File: src/hdl/cop_main_macros.svh
// ##############################
// board constants, clk is 24x the ratio base
// cpu_cen runs at NUM/DEN of clk
// ##############################
`ifndef COP_MAIN_MACROS_SVH
`define COP_MAIN_MACROS_SVH

// CPU clock enable ratio
`define COP_CEN_NUM 5
`define COP_CEN_DEN 24

// cpu_cen pulses held back after a blank starts
`define COP_DISP_WAIT 2

// word address is addr[COP_AW:1]
`define COP_AW 23

`endif

File: src/hdl/cop_map_pkg.sv
// ##############################
// CPU address map types, 16-bit data bus only
// region is none when no strobe is active
// ##############################
`default_nettype none

package cop_map_pkg;

    // area hit by the current CPU access
    typedef enum logic [3:0] {
        region_rom,
        region_ram,
        region_disp,      // palette
        region_cab_joy,
        region_cab_sys,
        region_cab_dip,
        region_snd,
        region_mcu,
        region_prisel,
        region_mixpsel,
        region_vint_clr,
        region_none
    } cop_region_t;

    typedef logic [15:0] cop_word_t;    // one bus word

endpackage

`default_nettype wire

File: src/hdl/cop_irq_pkg.sv
// ##############################
// interrupt levels and bus timing states
// levels are kept in true form
// ##############################
`default_nettype none

package cop_irq_pkg;

    typedef enum logic [2:0] {
        ipl_none   = 3'd0,
        ipl_ext    = 3'd4,    // expansion connector
        ipl_mcu    = 3'd5,
        ipl_vblank = 3'd6
    } cop_ipl_t;

    // DTACK generation
    typedef enum logic [1:0] {
        dtk_idle,
        dtk_wait_busy,
        dtk_ack
    } cop_dtack_state_t;

endpackage

`default_nettype wire

File: src/hdl/cop_decoder.sv
// ##############################
// 68000 address decoder, combinational
// strobes need as_n low plus a data strobe
// ##############################
`default_nettype none
`include "cop_main_macros.svh"

module cop_decoder
    import cop_map_pkg::*;
(
    input  wire [`COP_AW:1] addr,
    input  wire             as_n,
    input  wire             uds_n,
    input  wire             lds_n,
    input  wire             rnw,
    output cop_region_t     region,
    output logic            rom_cs,
    output logic            ram_cs,
    output logic            disp_cs,
    output logic            snreq,
    output logic            mcu_wr,
    output logic            mcu_rd,
    output logic            prisel_cs,
    output logic            mixpsel_cs,
    output logic            vint_clr
);

    logic [`COP_AW:0] byte_addr;
    logic             bus_sel;

    assign byte_addr = {addr, 1'b0};
    assign bus_sel   = ~as_n & (~uds_n | ~lds_n);

    always_comb begin
        region = region_none;
        if (bus_sel) begin
            if (byte_addr < 24'h06_0000) begin
                if (rnw) region = region_rom;     // no writes to ROM
            end else if (byte_addr[`COP_AW:11] == 13'h0620) begin
                region = region_disp;             // 310000-3107FF
            end else if (byte_addr[`COP_AW:14] == 10'h3fe) begin
                region = region_ram;              // FF8000-FFBFFF
            end else begin
                // board registers, read or write only
                case ({rnw, byte_addr})
                    {1'b1, 24'h30_c000}: region = region_cab_joy;
                    {1'b1, 24'h30_c002}: region = region_cab_sys;
                    {1'b1, 24'h30_c004}: region = region_cab_dip;
                    {1'b0, 24'h30_c010}: region = region_prisel;
                    {1'b0, 24'h30_c012}: region = region_snd;
                    {1'b0, 24'h30_c014}: region = region_vint_clr;
                    {1'b0, 24'h30_c016},
                    {1'b1, 24'h30_c016}: region = region_mcu;
                    {1'b0, 24'h30_c018}: region = region_mixpsel;
                    default:             region = region_none;
                endcase
            end
        end
    end

    assign rom_cs     = region == region_rom;
    assign ram_cs     = region == region_ram;
    assign disp_cs    = region == region_disp;
    assign snreq      = region == region_snd;
    assign mcu_wr     = (region == region_mcu) & ~rnw;
    assign mcu_rd     = (region == region_mcu) & rnw;    // also acks the MCU irq
    assign prisel_cs  = region == region_prisel;
    assign mixpsel_cs = region == region_mixpsel;
    assign vint_clr   = region == region_vint_clr;

endmodule

`default_nettype wire

File: src/hdl/cop_irq_ctrl.sv
// ##############################
// vblank and MCU interrupt latches
// ipl_n is active low, vblank has top priority
// ##############################
`default_nettype none

module cop_irq_ctrl
    import cop_irq_pkg::*;
(
    input  wire        clk,
    input  wire        rst,
    input  wire        lvbl,
    input  wire        sec2,
    input  wire        nexirq,      // active low
    input  wire        vint_clr,
    input  wire        mcu_rd,
    output logic [2:0] ipl_n
);

    logic     lvbl_l, sec2_l;
    logic     vint, secirq;
    cop_ipl_t level;

    always_ff @(posedge clk or posedge rst) begin
        if (rst) begin
            lvbl_l <= 1'b0;
            sec2_l <= 1'b1;     // no false edge out of reset
            vint   <= 1'b0;
            secirq <= 1'b0;
        end else begin
            lvbl_l <= lvbl;
            sec2_l <= sec2;
            if (vint_clr)
                vint <= 1'b0;
            else if (lvbl_l && !lvbl)
                vint <= 1'b1;   // start of vertical blank
            if (mcu_rd)
                secirq <= 1'b0;
            else if (!sec2_l && sec2)
                secirq <= 1'b1;
        end
    end

    always_comb begin
        if (vint)
            level = ipl_vblank;
        else if (secirq)
            level = ipl_mcu;
        else if (!nexirq)
            level = ipl_ext;
        else
            level = ipl_none;
    end

    assign ipl_n = ~level;

endmodule

`default_nettype wire

File: src/hdl/cop_dtack.sv
// ##############################
// CPU clock enable and DTACK timing
// palette access waits for a blank
// ##############################
`default_nettype none
`include "cop_main_macros.svh"

module cop_dtack
    import cop_map_pkg::*;
    import cop_irq_pkg::*;
(
    input  wire              clk,
    input  wire              rst,
    input  wire              as_n,
    input  wire cop_region_t region,
    input  wire              rom_ok,
    input  wire              ram_ok,
    input  wire              lvbl,
    input  wire              lhbl,
    output logic             cpu_cen,
    output logic             dtack_n
);

    localparam int acc_w  = $clog2(`COP_CEN_DEN + `COP_CEN_NUM + 1);
    localparam int dcnt_w = $clog2(`COP_DISP_WAIT + 1);

    logic [acc_w-1:0]  cen_acc, acc_sum;
    logic              cen_next;
    cop_dtack_state_t  state;
    logic              as_armed;
    logic              rom_ok_l;
    logic              is_disp, disp_blank, disp_blank_l, disp_open;
    logic [dcnt_w-1:0] disp_cnt;
    logic              bus_busy;

    // fractional divider, cpu_cen is registered together with the FSM
    assign acc_sum  = cen_acc + acc_w'(`COP_CEN_NUM);
    assign cen_next = acc_sum >= acc_w'(`COP_CEN_DEN);

    assign is_disp    = region == region_disp;
    assign disp_blank = is_disp & (~lvbl | ~lhbl);
    assign bus_busy   = ((region == region_rom) & ~rom_ok_l) |
                        ((region == region_ram) & ~ram_ok)   |
                        (is_disp & (~disp_open | (disp_cnt != '0)));

    always_ff @(posedge clk or posedge rst) begin
        if (rst) begin
            cen_acc      <= '0;
            cpu_cen      <= 1'b0;
            state        <= dtk_idle;
            as_armed     <= 1'b0;
            rom_ok_l     <= 1'b0;
            disp_blank_l <= 1'b0;
            disp_open    <= 1'b0;
            disp_cnt     <= '0;
        end else begin
            cen_acc  <= cen_next ? acc_sum - acc_w'(`COP_CEN_DEN) : acc_sum;
            cpu_cen  <= cen_next;
            rom_ok_l <= rom_ok;     // ROM data lags ok by a clock

            case (state)
                dtk_idle: begin
                    as_armed <= 1'b0;
                    if (!as_n) state <= dtk_wait_busy;
                end
                dtk_wait_busy: begin
                    as_armed <= 1'b1;   // gives cpu_din its register stage
                    if (as_n)
                        state <= dtk_idle;
                    else if (as_armed && cen_next && !bus_busy)
                        state <= dtk_ack;
                end
                dtk_ack: if (as_n) state <= dtk_idle;
                default: state <= dtk_idle;
            endcase

            // display lock, opens on the blank edge seen by this access
            disp_blank_l <= disp_blank;
            if (state == dtk_idle) disp_open <= 1'b0;
            if (disp_blank && !disp_blank_l) begin
                disp_open <= 1'b1;
                disp_cnt  <= dcnt_w'(`COP_DISP_WAIT);
            end else if (cpu_cen && disp_cnt != '0) begin
                disp_cnt <= disp_cnt - 1'b1;
            end
        end
    end

    assign dtack_n = as_n | (state != dtk_ack);

endmodule

`default_nettype wire

File: src/hdl/cop_read_mux.sv
// ##############################
// registered CPU read data
// unmapped reads give FFFF
// ##############################
`default_nettype none

module cop_read_mux
    import cop_map_pkg::*;
(
    input  wire              clk,
    input  wire cop_region_t region,
    input  wire cop_word_t   rom_data,
    input  wire cop_word_t   ram_data,
    input  wire cop_word_t   pal_dout,
    input  wire cop_word_t   mcu_dout,
    input  wire [8:0]        joystick1,
    input  wire [8:0]        joystick2,
    input  wire [1:0]        start_button,
    input  wire [1:0]        coin_input,
    input  wire              service,
    input  wire              lvbl,
    input  wire [7:0]        dipsw_a,
    input  wire [7:0]        dipsw_b,
    output cop_word_t        cpu_din
);

    logic [8:0] sort1, sort2;

    // direction bits come in reversed order on this board
    function automatic logic [8:0] sort_joy(input logic [8:0] joy);
        return {joy[8:4], joy[0], joy[1], joy[2], joy[3]};
    endfunction

    assign sort1 = sort_joy(joystick1);
    assign sort2 = sort_joy(joystick2);

    always_ff @(posedge clk) begin
        case (region)
            region_rom:     cpu_din <= rom_data;
            region_ram:     cpu_din <= ram_data;
            region_disp:    cpu_din <= pal_dout;
            region_mcu:     cpu_din <= mcu_dout;
            region_cab_joy: cpu_din <= {sort2[7:0], sort1[7:0]};
            region_cab_sys: begin
                cpu_din <= {8'hff,
                            ~lvbl,          // high during vblank
                            service,
                            coin_input,
                            start_button,
                            sort2[8],
                            sort1[8]};
            end
            region_cab_dip: cpu_din <= {dipsw_b, dipsw_a};
            default:        cpu_din <= 16'hffff;
        endcase
    end

endmodule

`default_nettype wire

File: src/hdl/cop_main.sv
// ##############################
// main CPU board glue, no 68000 inside
// bus signals come in on loose ports
// ##############################
`default_nettype none
`include "cop_main_macros.svh"

module cop_main
    import cop_map_pkg::*;
(
    input  wire                clk,
    input  wire                rst,

    input  wire                lvbl,
    input  wire                lhbl,
    input  wire                nexirq,
    input  wire                sec2,

    // CPU bus
    input  wire                as_n,
    input  wire                rnw,
    input  wire                uds_n,
    input  wire                lds_n,
    input  wire [`COP_AW:1]    addr,
    input  wire cop_word_t     cpu_dout,
    output cop_word_t          cpu_din,
    output logic               dtack_n,
    output logic [2:0]         ipl_n,
    output logic               cpu_cen,

    output logic               rom_cs,
    input  wire cop_word_t     rom_data,
    input  wire                rom_ok,

    output logic               ram_cs,
    input  wire cop_word_t     ram_data,
    input  wire                ram_ok,

    output logic [1:0]         pal_cs,      // upper, lower byte
    input  wire cop_word_t     pal_dout,

    output logic               snreq,
    output logic [7:0]         snd_latch,

    output cop_word_t          mcu_din,
    input  wire cop_word_t     mcu_dout,
    output logic               mcu_rd,

    output logic [2:0]         prisel,
    output logic               mixpsel,

    // cabinet
    input  wire [8:0]          joystick1,
    input  wire [8:0]          joystick2,
    input  wire [1:0]          start_button,
    input  wire [1:0]          coin_input,
    input  wire                service,
    input  wire [7:0]          dipsw_a,
    input  wire [7:0]          dipsw_b
);

    cop_region_t region;
    logic        disp_cs, mcu_wr, prisel_cs, mixpsel_cs, vint_clr;

    assign pal_cs = {2{disp_cs}} & ~{uds_n, lds_n};

    // board register latches
    always_ff @(posedge clk or posedge rst) begin
        if (rst) begin
            snd_latch <= 8'd0;
            mcu_din   <= 16'd0;
            prisel    <= 3'd0;
            mixpsel   <= 1'b0;
        end else begin
            if (snreq)      snd_latch <= cpu_dout[7:0];
            if (mcu_wr)     mcu_din   <= cpu_dout;
            if (prisel_cs)  prisel    <= cpu_dout[2:0];   // colour mixer priority
            if (mixpsel_cs) mixpsel   <= cpu_dout[0];     // object buffer select
        end
    end

    cop_decoder u_decoder (
        .addr       (addr),
        .as_n       (as_n),
        .uds_n      (uds_n),
        .lds_n      (lds_n),
        .rnw        (rnw),
        .region     (region),
        .rom_cs     (rom_cs),
        .ram_cs     (ram_cs),
        .disp_cs    (disp_cs),
        .snreq      (snreq),
        .mcu_wr     (mcu_wr),
        .mcu_rd     (mcu_rd),
        .prisel_cs  (prisel_cs),
        .mixpsel_cs (mixpsel_cs),
        .vint_clr   (vint_clr)
    );

    cop_irq_ctrl u_irq (
        .clk      (clk),
        .rst      (rst),
        .lvbl     (lvbl),
        .sec2     (sec2),
        .nexirq   (nexirq),
        .vint_clr (vint_clr),
        .mcu_rd   (mcu_rd),
        .ipl_n    (ipl_n)
    );

    cop_dtack u_dtack (
        .clk     (clk),
        .rst     (rst),
        .as_n    (as_n),
        .region  (region),
        .rom_ok  (rom_ok),
        .ram_ok  (ram_ok),
        .lvbl    (lvbl),
        .lhbl    (lhbl),
        .cpu_cen (cpu_cen),
        .dtack_n (dtack_n)
    );

    cop_read_mux u_read_mux (
        .clk          (clk),
        .region       (region),
        .rom_data     (rom_data),
        .ram_data     (ram_data),
        .pal_dout     (pal_dout),
        .mcu_dout     (mcu_dout),
        .joystick1    (joystick1),
        .joystick2    (joystick2),
        .start_button (start_button),
        .coin_input   (coin_input),
        .service      (service),
        .lvbl         (lvbl),
        .dipsw_a      (dipsw_a),
        .dipsw_b      (dipsw_b),
        .cpu_din      (cpu_din)
    );

endmodule

`default_nettype wire

File: config.mk
export PLATFORM = sky130hd
export DESIGN_NAME = cop_main
export DESIGN_NICKNAME = d
export VERILOG_FILES = /design/src/hdl/cop_map_pkg.sv /design/src/hdl/cop_irq_pkg.sv /design/src/hdl/cop_decoder.sv /design/src/hdl/cop_irq_ctrl.sv /design/src/hdl/cop_dtack.sv /design/src/hdl/cop_read_mux.sv /design/src/hdl/cop_main.sv
export VERILOG_INCLUDE_DIRS = /design/src /design/src/hdl
export SDC_FILE = /design/constraint.sdc
export NUM_CORES = 1
export LEC_CHECK = 0
export ABC_CLOCK_PERIOD_IN_PS = 2320
export BUFFER_PORTS_ARGS = -buffer_cell sky130_fd_sc_hd__buf_2
export CAP_MARGIN = 20
export CORE_MARGIN = 1.5
export CORE_UTILIZATION = 30
export DETAILED_ROUTE_END_ITERATION = 6
export SYNTH_ARGS = -nofsm -noshare
export SYNTH_HDL_FRONTEND = slang
export SYNTH_SLANG_ARGS = --single-unit
File: constraint.sdc
create_clock -name clk -period 2.32 [get_ports clk]
set_clock_uncertainty 0.05 [all_clocks]
set_input_delay 0.232 -clock clk [delete_from_list [all_inputs] [get_ports clk]]
set_output_delay 0.232 -clock clk [all_outputs]
set_load 0.02 [all_outputs]
==> run_results.csv, run 1 <==
group,metric,value,unit
pwr,p_per_area,488,nW/um2
floorplan,pin_count,209,
final_layout,multi_input_area,2140,um2
detailed_routing,top_layer,"met4",
synth,synth_area_leaders,"dfrtp_1 (32%), dfxtp_1 (9.2%), nand2_1 (7.5%)",
final_layout,diodes,0,
final_layout,nFillCells,1064,
worst_setup_path,critPathCaptureType,"output port",
final_layout,seq_area,1470,um2
final_layout,syn_to_final_growth,71.9,%
synth,yosys_register_bits,62,
job,maxCapViolations,0,
synth,syn_inst,376,
grt,grt_pass1_wl,21100,um
floorplan,initial_core_util,0.305,
sta,final_hold_viol_count,13,
place,dp.cells,778,
detailed_routing,vias_per_cell,5.03,
final_layout,nets,822,
detailed_routing,met3WireLength,876,um
sta,min_period,2.39,ns
synth,ys_warn_count,0,
worst_hold_path,hold_class,"in2async",
clock_tree,cts-buffers-inserted,9,
grt,grt-ovfl-total,0,
sta,finalSetupViolCount,5,
floorplan,core,11400,um2
place,placed_cell_area,5160,um2
pwr,p_leak,3.01,nW
place,dp_hpwl,10500,um
worst_setup_path,critPathKind,"in2out",
status,violations,"negative hold slack, negative setup slack",
worst_setup_path,crit_required,2.04,ns
detailed_routing,wl_per_cell,16.4,um
grt,grt_max_degree,47,
synth,async_flop_share,0.742,
sta,finalSetupTns,-0.123,ns
grt,grt_usage,0.215,
floorplan,die_y,111,um
synth,ys_types,69,
clock_tree,clk_latency,0.33,ns
place,pre_cts_ws,-0.408,ns
clock_tree,clock_tree.buffer_depth,2,
synth,synth_edf_count,0,
synth,ys_seq_area_frac,0.424,
detailed_routing,via_count,4092,
place,gp_congestion,0.913,
final_layout,final_core_util,0.525,
synth,avgSynthCellArea,9.23,um2
synth,synth_top_cell_area_share,0.325,
synth,synth_top_area_cell,"dfrtp_1",
worst_setup_path,start_kind,"primary input",
synth,synth.cell_area,3470,um2
sta,finalCritPeriodShare,1.03,
pwr,ir_worst_vdd,0.000399,V
sta,maxSlewViolCount,0,
final_layout,final_cells,813,
floorplan,die_w,111,um
clock_tree,cts_tree,"built",
detailed_routing,drtIter0Drc,271,
place,io_buffers,208,
final_layout,postLayoutCellArea,5960,um2
clock_tree,cts-root-buf,"clkbuf_16",
final_layout,final_cell_mix,"buf_2 (198), buf_4 (73), nand2_1 (63)",
final_layout,final_common_cell,"buf_2",
sta,holdWs,-0.00736,ns
detailed_routing,ant_nets,0,
sta,slew_headroom,0.614,
grt,grt_pass1_vias,4154,
sta,rsz0062_at_grt,"yes",
sta,timing.final.ws_setup,-0.0686,ns
floorplan,die_area,12200,um2
sta,fmax,0.419,GHz
clock_tree,h-tree-depth,3,
detailed_routing,dr.pass1.iters,4,
sta,tightest_slew,0.580,ns
clock_tree,numClockSinks,62,
floorplan,row_count,39,
synth,ys.flop_type,"dfrtp_1",
worst_setup_path,arrival,2.11,ns
final_layout,drive_above_1_share,0.569,
clock_tree,clk_pin_slew,0.05,ns
worst_setup_path,critPathMaxFanout,3,
detailed_routing,wl_met2,6600,um
grt,antenna_found_initial,0,
synth,syn-num-nets,533,
detailed_routing,wl,13400,um
status,status,"finished with violations",
detailed_routing,wl_met1,5620,um
detailed_routing,drc,0,
==> state kept, by name, indices dropped and copies added, names as in the netlist, 2 cells and up <==
register / count
prisel: 3
snd_latch: 8
u_dtack.cen_acc: 5
u_read_mux.cpu_din: 16
u_dtack.disp_cnt: 2
mcu_din: 16
u_dtack.state: 2
==> logic make-up (layout without fill, tap and decap cells) <==
kind of cell,after synthesis,after routing,share of synthesized area
flip-flops,62,62,0.424
AND/OR/NAND/NOR,157,157,0.228
multiplexers,26,26,0.0829
buffers and inverters,27,321,0.0332
AO/OA/AOI/OAI,98,98,0.213
adder cells (fa/ha/maj),3,3,0.0108
XOR/XNOR,3,3,0.00757
==> synthesized netlist by cell type, types with 2 or more instances <==
cell type / count
a211o_1: 4
a21o_1: 3
a21oi_1: 20
a221oi_1: 7
a22o_1: 3
a22oi_1: 11
a31oi_1: 7
and2_1: 3
and3_1: 9
buf_2: 5
buf_4: 2
clkbuf_1: 7
dfrtp_1: 45
dfxtp_1: 16
ha_1: 3
inv_1: 12
mux2_1: 4
mux2_2: 18
mux2i_1: 4
nand2_1: 69
nand2b_1: 6
nand3_1: 7
nand3_2: 2
nand4_1: 7
nand4b_1: 2
nor2_1: 24
nor2_2: 2
nor2b_1: 3
nor3_1: 4
nor3b_1: 4
o2111ai_1: 3
o211ai_1: 8
o21a_1: 3
o21ai_0: 4
o21ai_1: 2
o21ai_4: 2
o221ai_1: 3
o31ai_1: 2
or3_1: 3
or4_1: 2
or4_4: 2
xnor2_1: 2
==> layer usage <==
layer	vias up	track usage
li1	1966	-
met5	-	0
met4	0	0.0838
met3	20	0.0565
met2	178	0.353
met1	1928	0.269
==> layout make-up <==
cell class                      instances  area share
Timing Repair Buffer                  292       0.304
Inverter                               13     0.00818
Clock buffer                           11      0.0424
Multi-Input combinational cell        287       0.359
Clock inverter                          5     0.00944
Tap cell                              143      0.0300
Sequential cell                        62       0.247
==> timing repair <==
| action | CTS | global route |
|---|---|---|
| gates resized for setup | 34 | 38 |
| cloned | 0 | 1 |
| pin swaps | 8 | 20 |
| hold buffers | 2 | 0 |
| setup buffers | 7 | 10 |
| setup endpoints to repair | 13 | 42 |
| endpoints found under the hold margin | 2 | 0 |
==> where the power goes <==
| group | switching (mW) | internal, mW | total (mW) |
|---|---|---|---|
| Sequential | 0.0169 | 1.11 | 1.12 |
| Clock | 0.493 | 0.889 | 1.38 |
| Combinational | 0.192 | 0.212 | 0.403 |
| Total | 0.702 | 2.21 | 2.91 |
==> worst max-delay path, stage by stage <==
cell and delay (ns):
buf_6 0.09, or4_4 0.56, or4_4 0.51, buf_4 0.15
a31oi_2 0.20, and3_4 0.24, buf_6 0.12
==> final timing paths <==
kind	start	endpoint	slack [ns]	cells past startpoint
setup / recovery	addr[13]	rom_cs	-0.07	7
hold / removal	rst	mcu_din[14]	-0.007	3
setup reg to reg	u_dtack.cen_acc[0]	u_dtack.state[1]	0.41	7
hold reg to reg	snd_latch[1]	snd_latch[1]	0.41	2
max in group asynchronous	rst	mcu_din[10]	1.82	3
min in group clk	lvbl	u_irq.lvbl_l	0.01	1
==> per-stage QoR <==
step / hold slack, ns / power [mW]
2_1_floorplan: 0.186 / 1.28
3_3_place_gp: 0.300 / 1.50
4_1_cts: 0.00137 / 2.93
5_1_grt: 0.0145 / 3.04
3_5_place_dp: 0.300 / 1.51
6_report: -0.00736 / 2.91
Power figures use the tool's default switching activity.
==> inputs of run 2 (changes only) <==
CORE_MARGIN = 2   (was 1.5)
CORE_UTILIZATION = 40   (was 30)
PLACE_DENSITY = 0.78   (was unset)
==> run 2 against run 1 <==
Via count up 2.5%; sequential cell count unchanged; worst hold slack better by 0.040 ns; the run ends with negative setup slack left; cell area down 5.1%.
==> run_results.csv, run 2 (synthesis results as in run 1) <==
group,metric,value,unit
detailed_routing,wl,13000,um
sta,tightest_slew,0.511,ns
floorplan,die_w,97.1,um
clock_tree,cts-buffers-inserted,9,
detailed_routing,ant_nets,0,
pwr,ir_worst_vdd,0.000374,V
detailed_routing,drc,0,
final_layout,nFillCells,683,
floorplan,pin_count,209,
pwr,p_per_area,442,nW/um2
sta,timing.final.ws_setup,-0.112,ns
worst_setup_path,critPathCaptureType,"output port",
sta,fmax,0.411,GHz
sta,rsz0062_at_grt,"yes",
worst_hold_path,hold_class,"in2reg",
detailed_routing,dr.pass1.iters,5,
clock_tree,cts-root-buf,"clkbuf_8",
place,dp.cells,732,
floorplan,row_count,33,
clock_tree,h-tree-depth,3,
clock_tree,clk_pin_slew,0.07,ns
job,maxCapViolations,0,
worst_setup_path,critPathMaxFanout,5,
floorplan,die_area,9440,um2
grt,grt_usage,0.263,
grt,grt-ovfl-total,0,
clock_tree,cts_tree,"built",
final_layout,seq_area,1470,um2
clock_tree,clk_latency,0.34,ns
grt,grt_pass1_vias,4138,
detailed_routing,vias_per_cell,5.50,
sta,holdWs,0.0331,ns
final_layout,multi_input_area,2130,um2
place,placed_cell_area,5030,um2
floorplan,initial_core_util,0.418,
detailed_routing,wl_per_cell,17.0,um
worst_setup_path,timing.rr.start,"u_dtack.cen_acc[0]",
worst_setup_path,start_kind,"primary input",
grt,grt_pass1_wl,20100,um
final_layout,syn_to_final_growth,63.2,%
final_layout,final_core_util,0.682,
place,io_buffers,208,
worst_hold_path,hold_start,"pal_dout[2]",
place,dp_hpwl,10200,um
worst_setup_path,rrSetupSlack,0.53,ns
worst_setup_path,worstReg2RegEnd,"u_dtack.state[1]",
floorplan,die_y,97.1,um
sta,slew_headroom,0.659,
sta,finalSetupViolCount,4,
worst_setup_path,crit_required,2.04,ns
sta,finalCritPeriodShare,1.05,
grt,antenna_found_initial,1,
sta,maxSlewViolCount,0,
final_layout,final_cells,763,
clock_tree,clock_tree.buffer_depth,2,
clock_tree,numClockSinks,62,
sta,final_hold_viol_count,0,
detailed_routing,drtIter0Drc,192,
final_layout,postLayoutCellArea,5660,um2
sta,finalSetupTns,-0.253,ns
place,gp_congestion,0.924,
status,status,"finished with violations",
sta,min_period,2.43,ns
pwr,p_leak,2.85,nW
worst_setup_path,reg2reg_depth,7,
final_layout,final_cell_mix,"buf_2 (199), nand2_1 (63), buf_4 (62)",
grt,grt_max_degree,32,
worst_hold_path,holdPathEnd,"u_read_mux.cpu_din[2]",
worst_hold_path,hold_depth,3,
final_layout,drive_above_1_share,0.553,
worst_setup_path,critPathKind,"in2out",
final_layout,top_regs,"mcu_din x16, u_read_mux.cpu_din x16, snd_latch x8",
final_layout,nets,809,
floorplan,core,8300,um2
status,violations,"negative setup slack",
worst_setup_path,arrival,2.15,ns
detailed_routing,via_count,4196,
final_layout,final_common_cell,"buf_2",
[run 2: cell count changes in the layout (fill, tap and decap cells not counted), moves of 4 or more]
| cell | before | now |
|---|---|---|
| nor2_1 | 22 | 18 |
| clkbuf_16 | 10 | 0 |
| buf_6 | 15 | 11 |
| clkbuf_8 | 2 | 10 |
| a221oi_1 | 0 | 4 |
| buf_4 | 73 | 62 |
[run 2: per-stage QoR]
stage                     power [mW]  setup WS [ns]
after global routing            2.59         -0.141
after detailed placement        1.50         -0.393
after floorplan                 1.28         -0.138
final                           2.50         -0.112
after CTS                       2.48        -0.0751
after global placement          1.49         -0.291
[run 2: worst max path at each step]
stage               slack, ns      from  depth (start not counted)                     end
floorplan               -0.14  addr[19]                          8   u_read_mux.cpu_din[9]
global placement        -0.29  addr[19]                          9               prisel[1]
detailed placement      -0.39  addr[19]                          8  u_read_mux.cpu_din[14]
CTS                     -0.08  addr[15]                          8                  rom_cs
global route            -0.14  addr[15]                          8                  rom_cs
finish                  -0.11  addr[15]                          8                  rom_cs
[run 2: worst max-delay path, cell delays in order]
cell and delay, ns:
buf_6 0.09, or4_4 0.52, or4_4 0.53, and2_4 0.21, o21ai_4 0.07, and2_4 0.17
and3_4 0.20, buf_6 0.12
[run 2: final cells by class]
cell class	instances	share of cell area
well taps	105	0.0232
inverters	13	0.00862
repair buffers	279	0.297
diodes	1	0.000442
clock inverters	5	0.0102
multi-input cells	287	0.376
clock buffers	11	0.0250
flip-flops and latches	62	0.260
[run 2: power breakdown]
part           switching, mW  total [mW]  internal, mW
logic                  0.190       0.404         0.213
clock network          0.449       0.975         0.526
registers             0.0175        1.12          1.11
total                  0.656        2.50          1.85
[run 2: per-layer routing]
layer	global-route usage	routed length, um
met2	0.453	6600
met4	0.121	410
met3	0.0612	1080
met5	0	0
met1	0.309	4900
[run 2: timing repair]
action / 4_1_cts / 5_1_grt
pin swaps: 13 / 9
hold endpoints to repair: 32 / 0
buffers inserted: 6 / 6
resized for setup: 31 / 37
gates cloned: 0 / 0
hold buffers: 4 / 0
setup endpoints to repair: 11 / 40
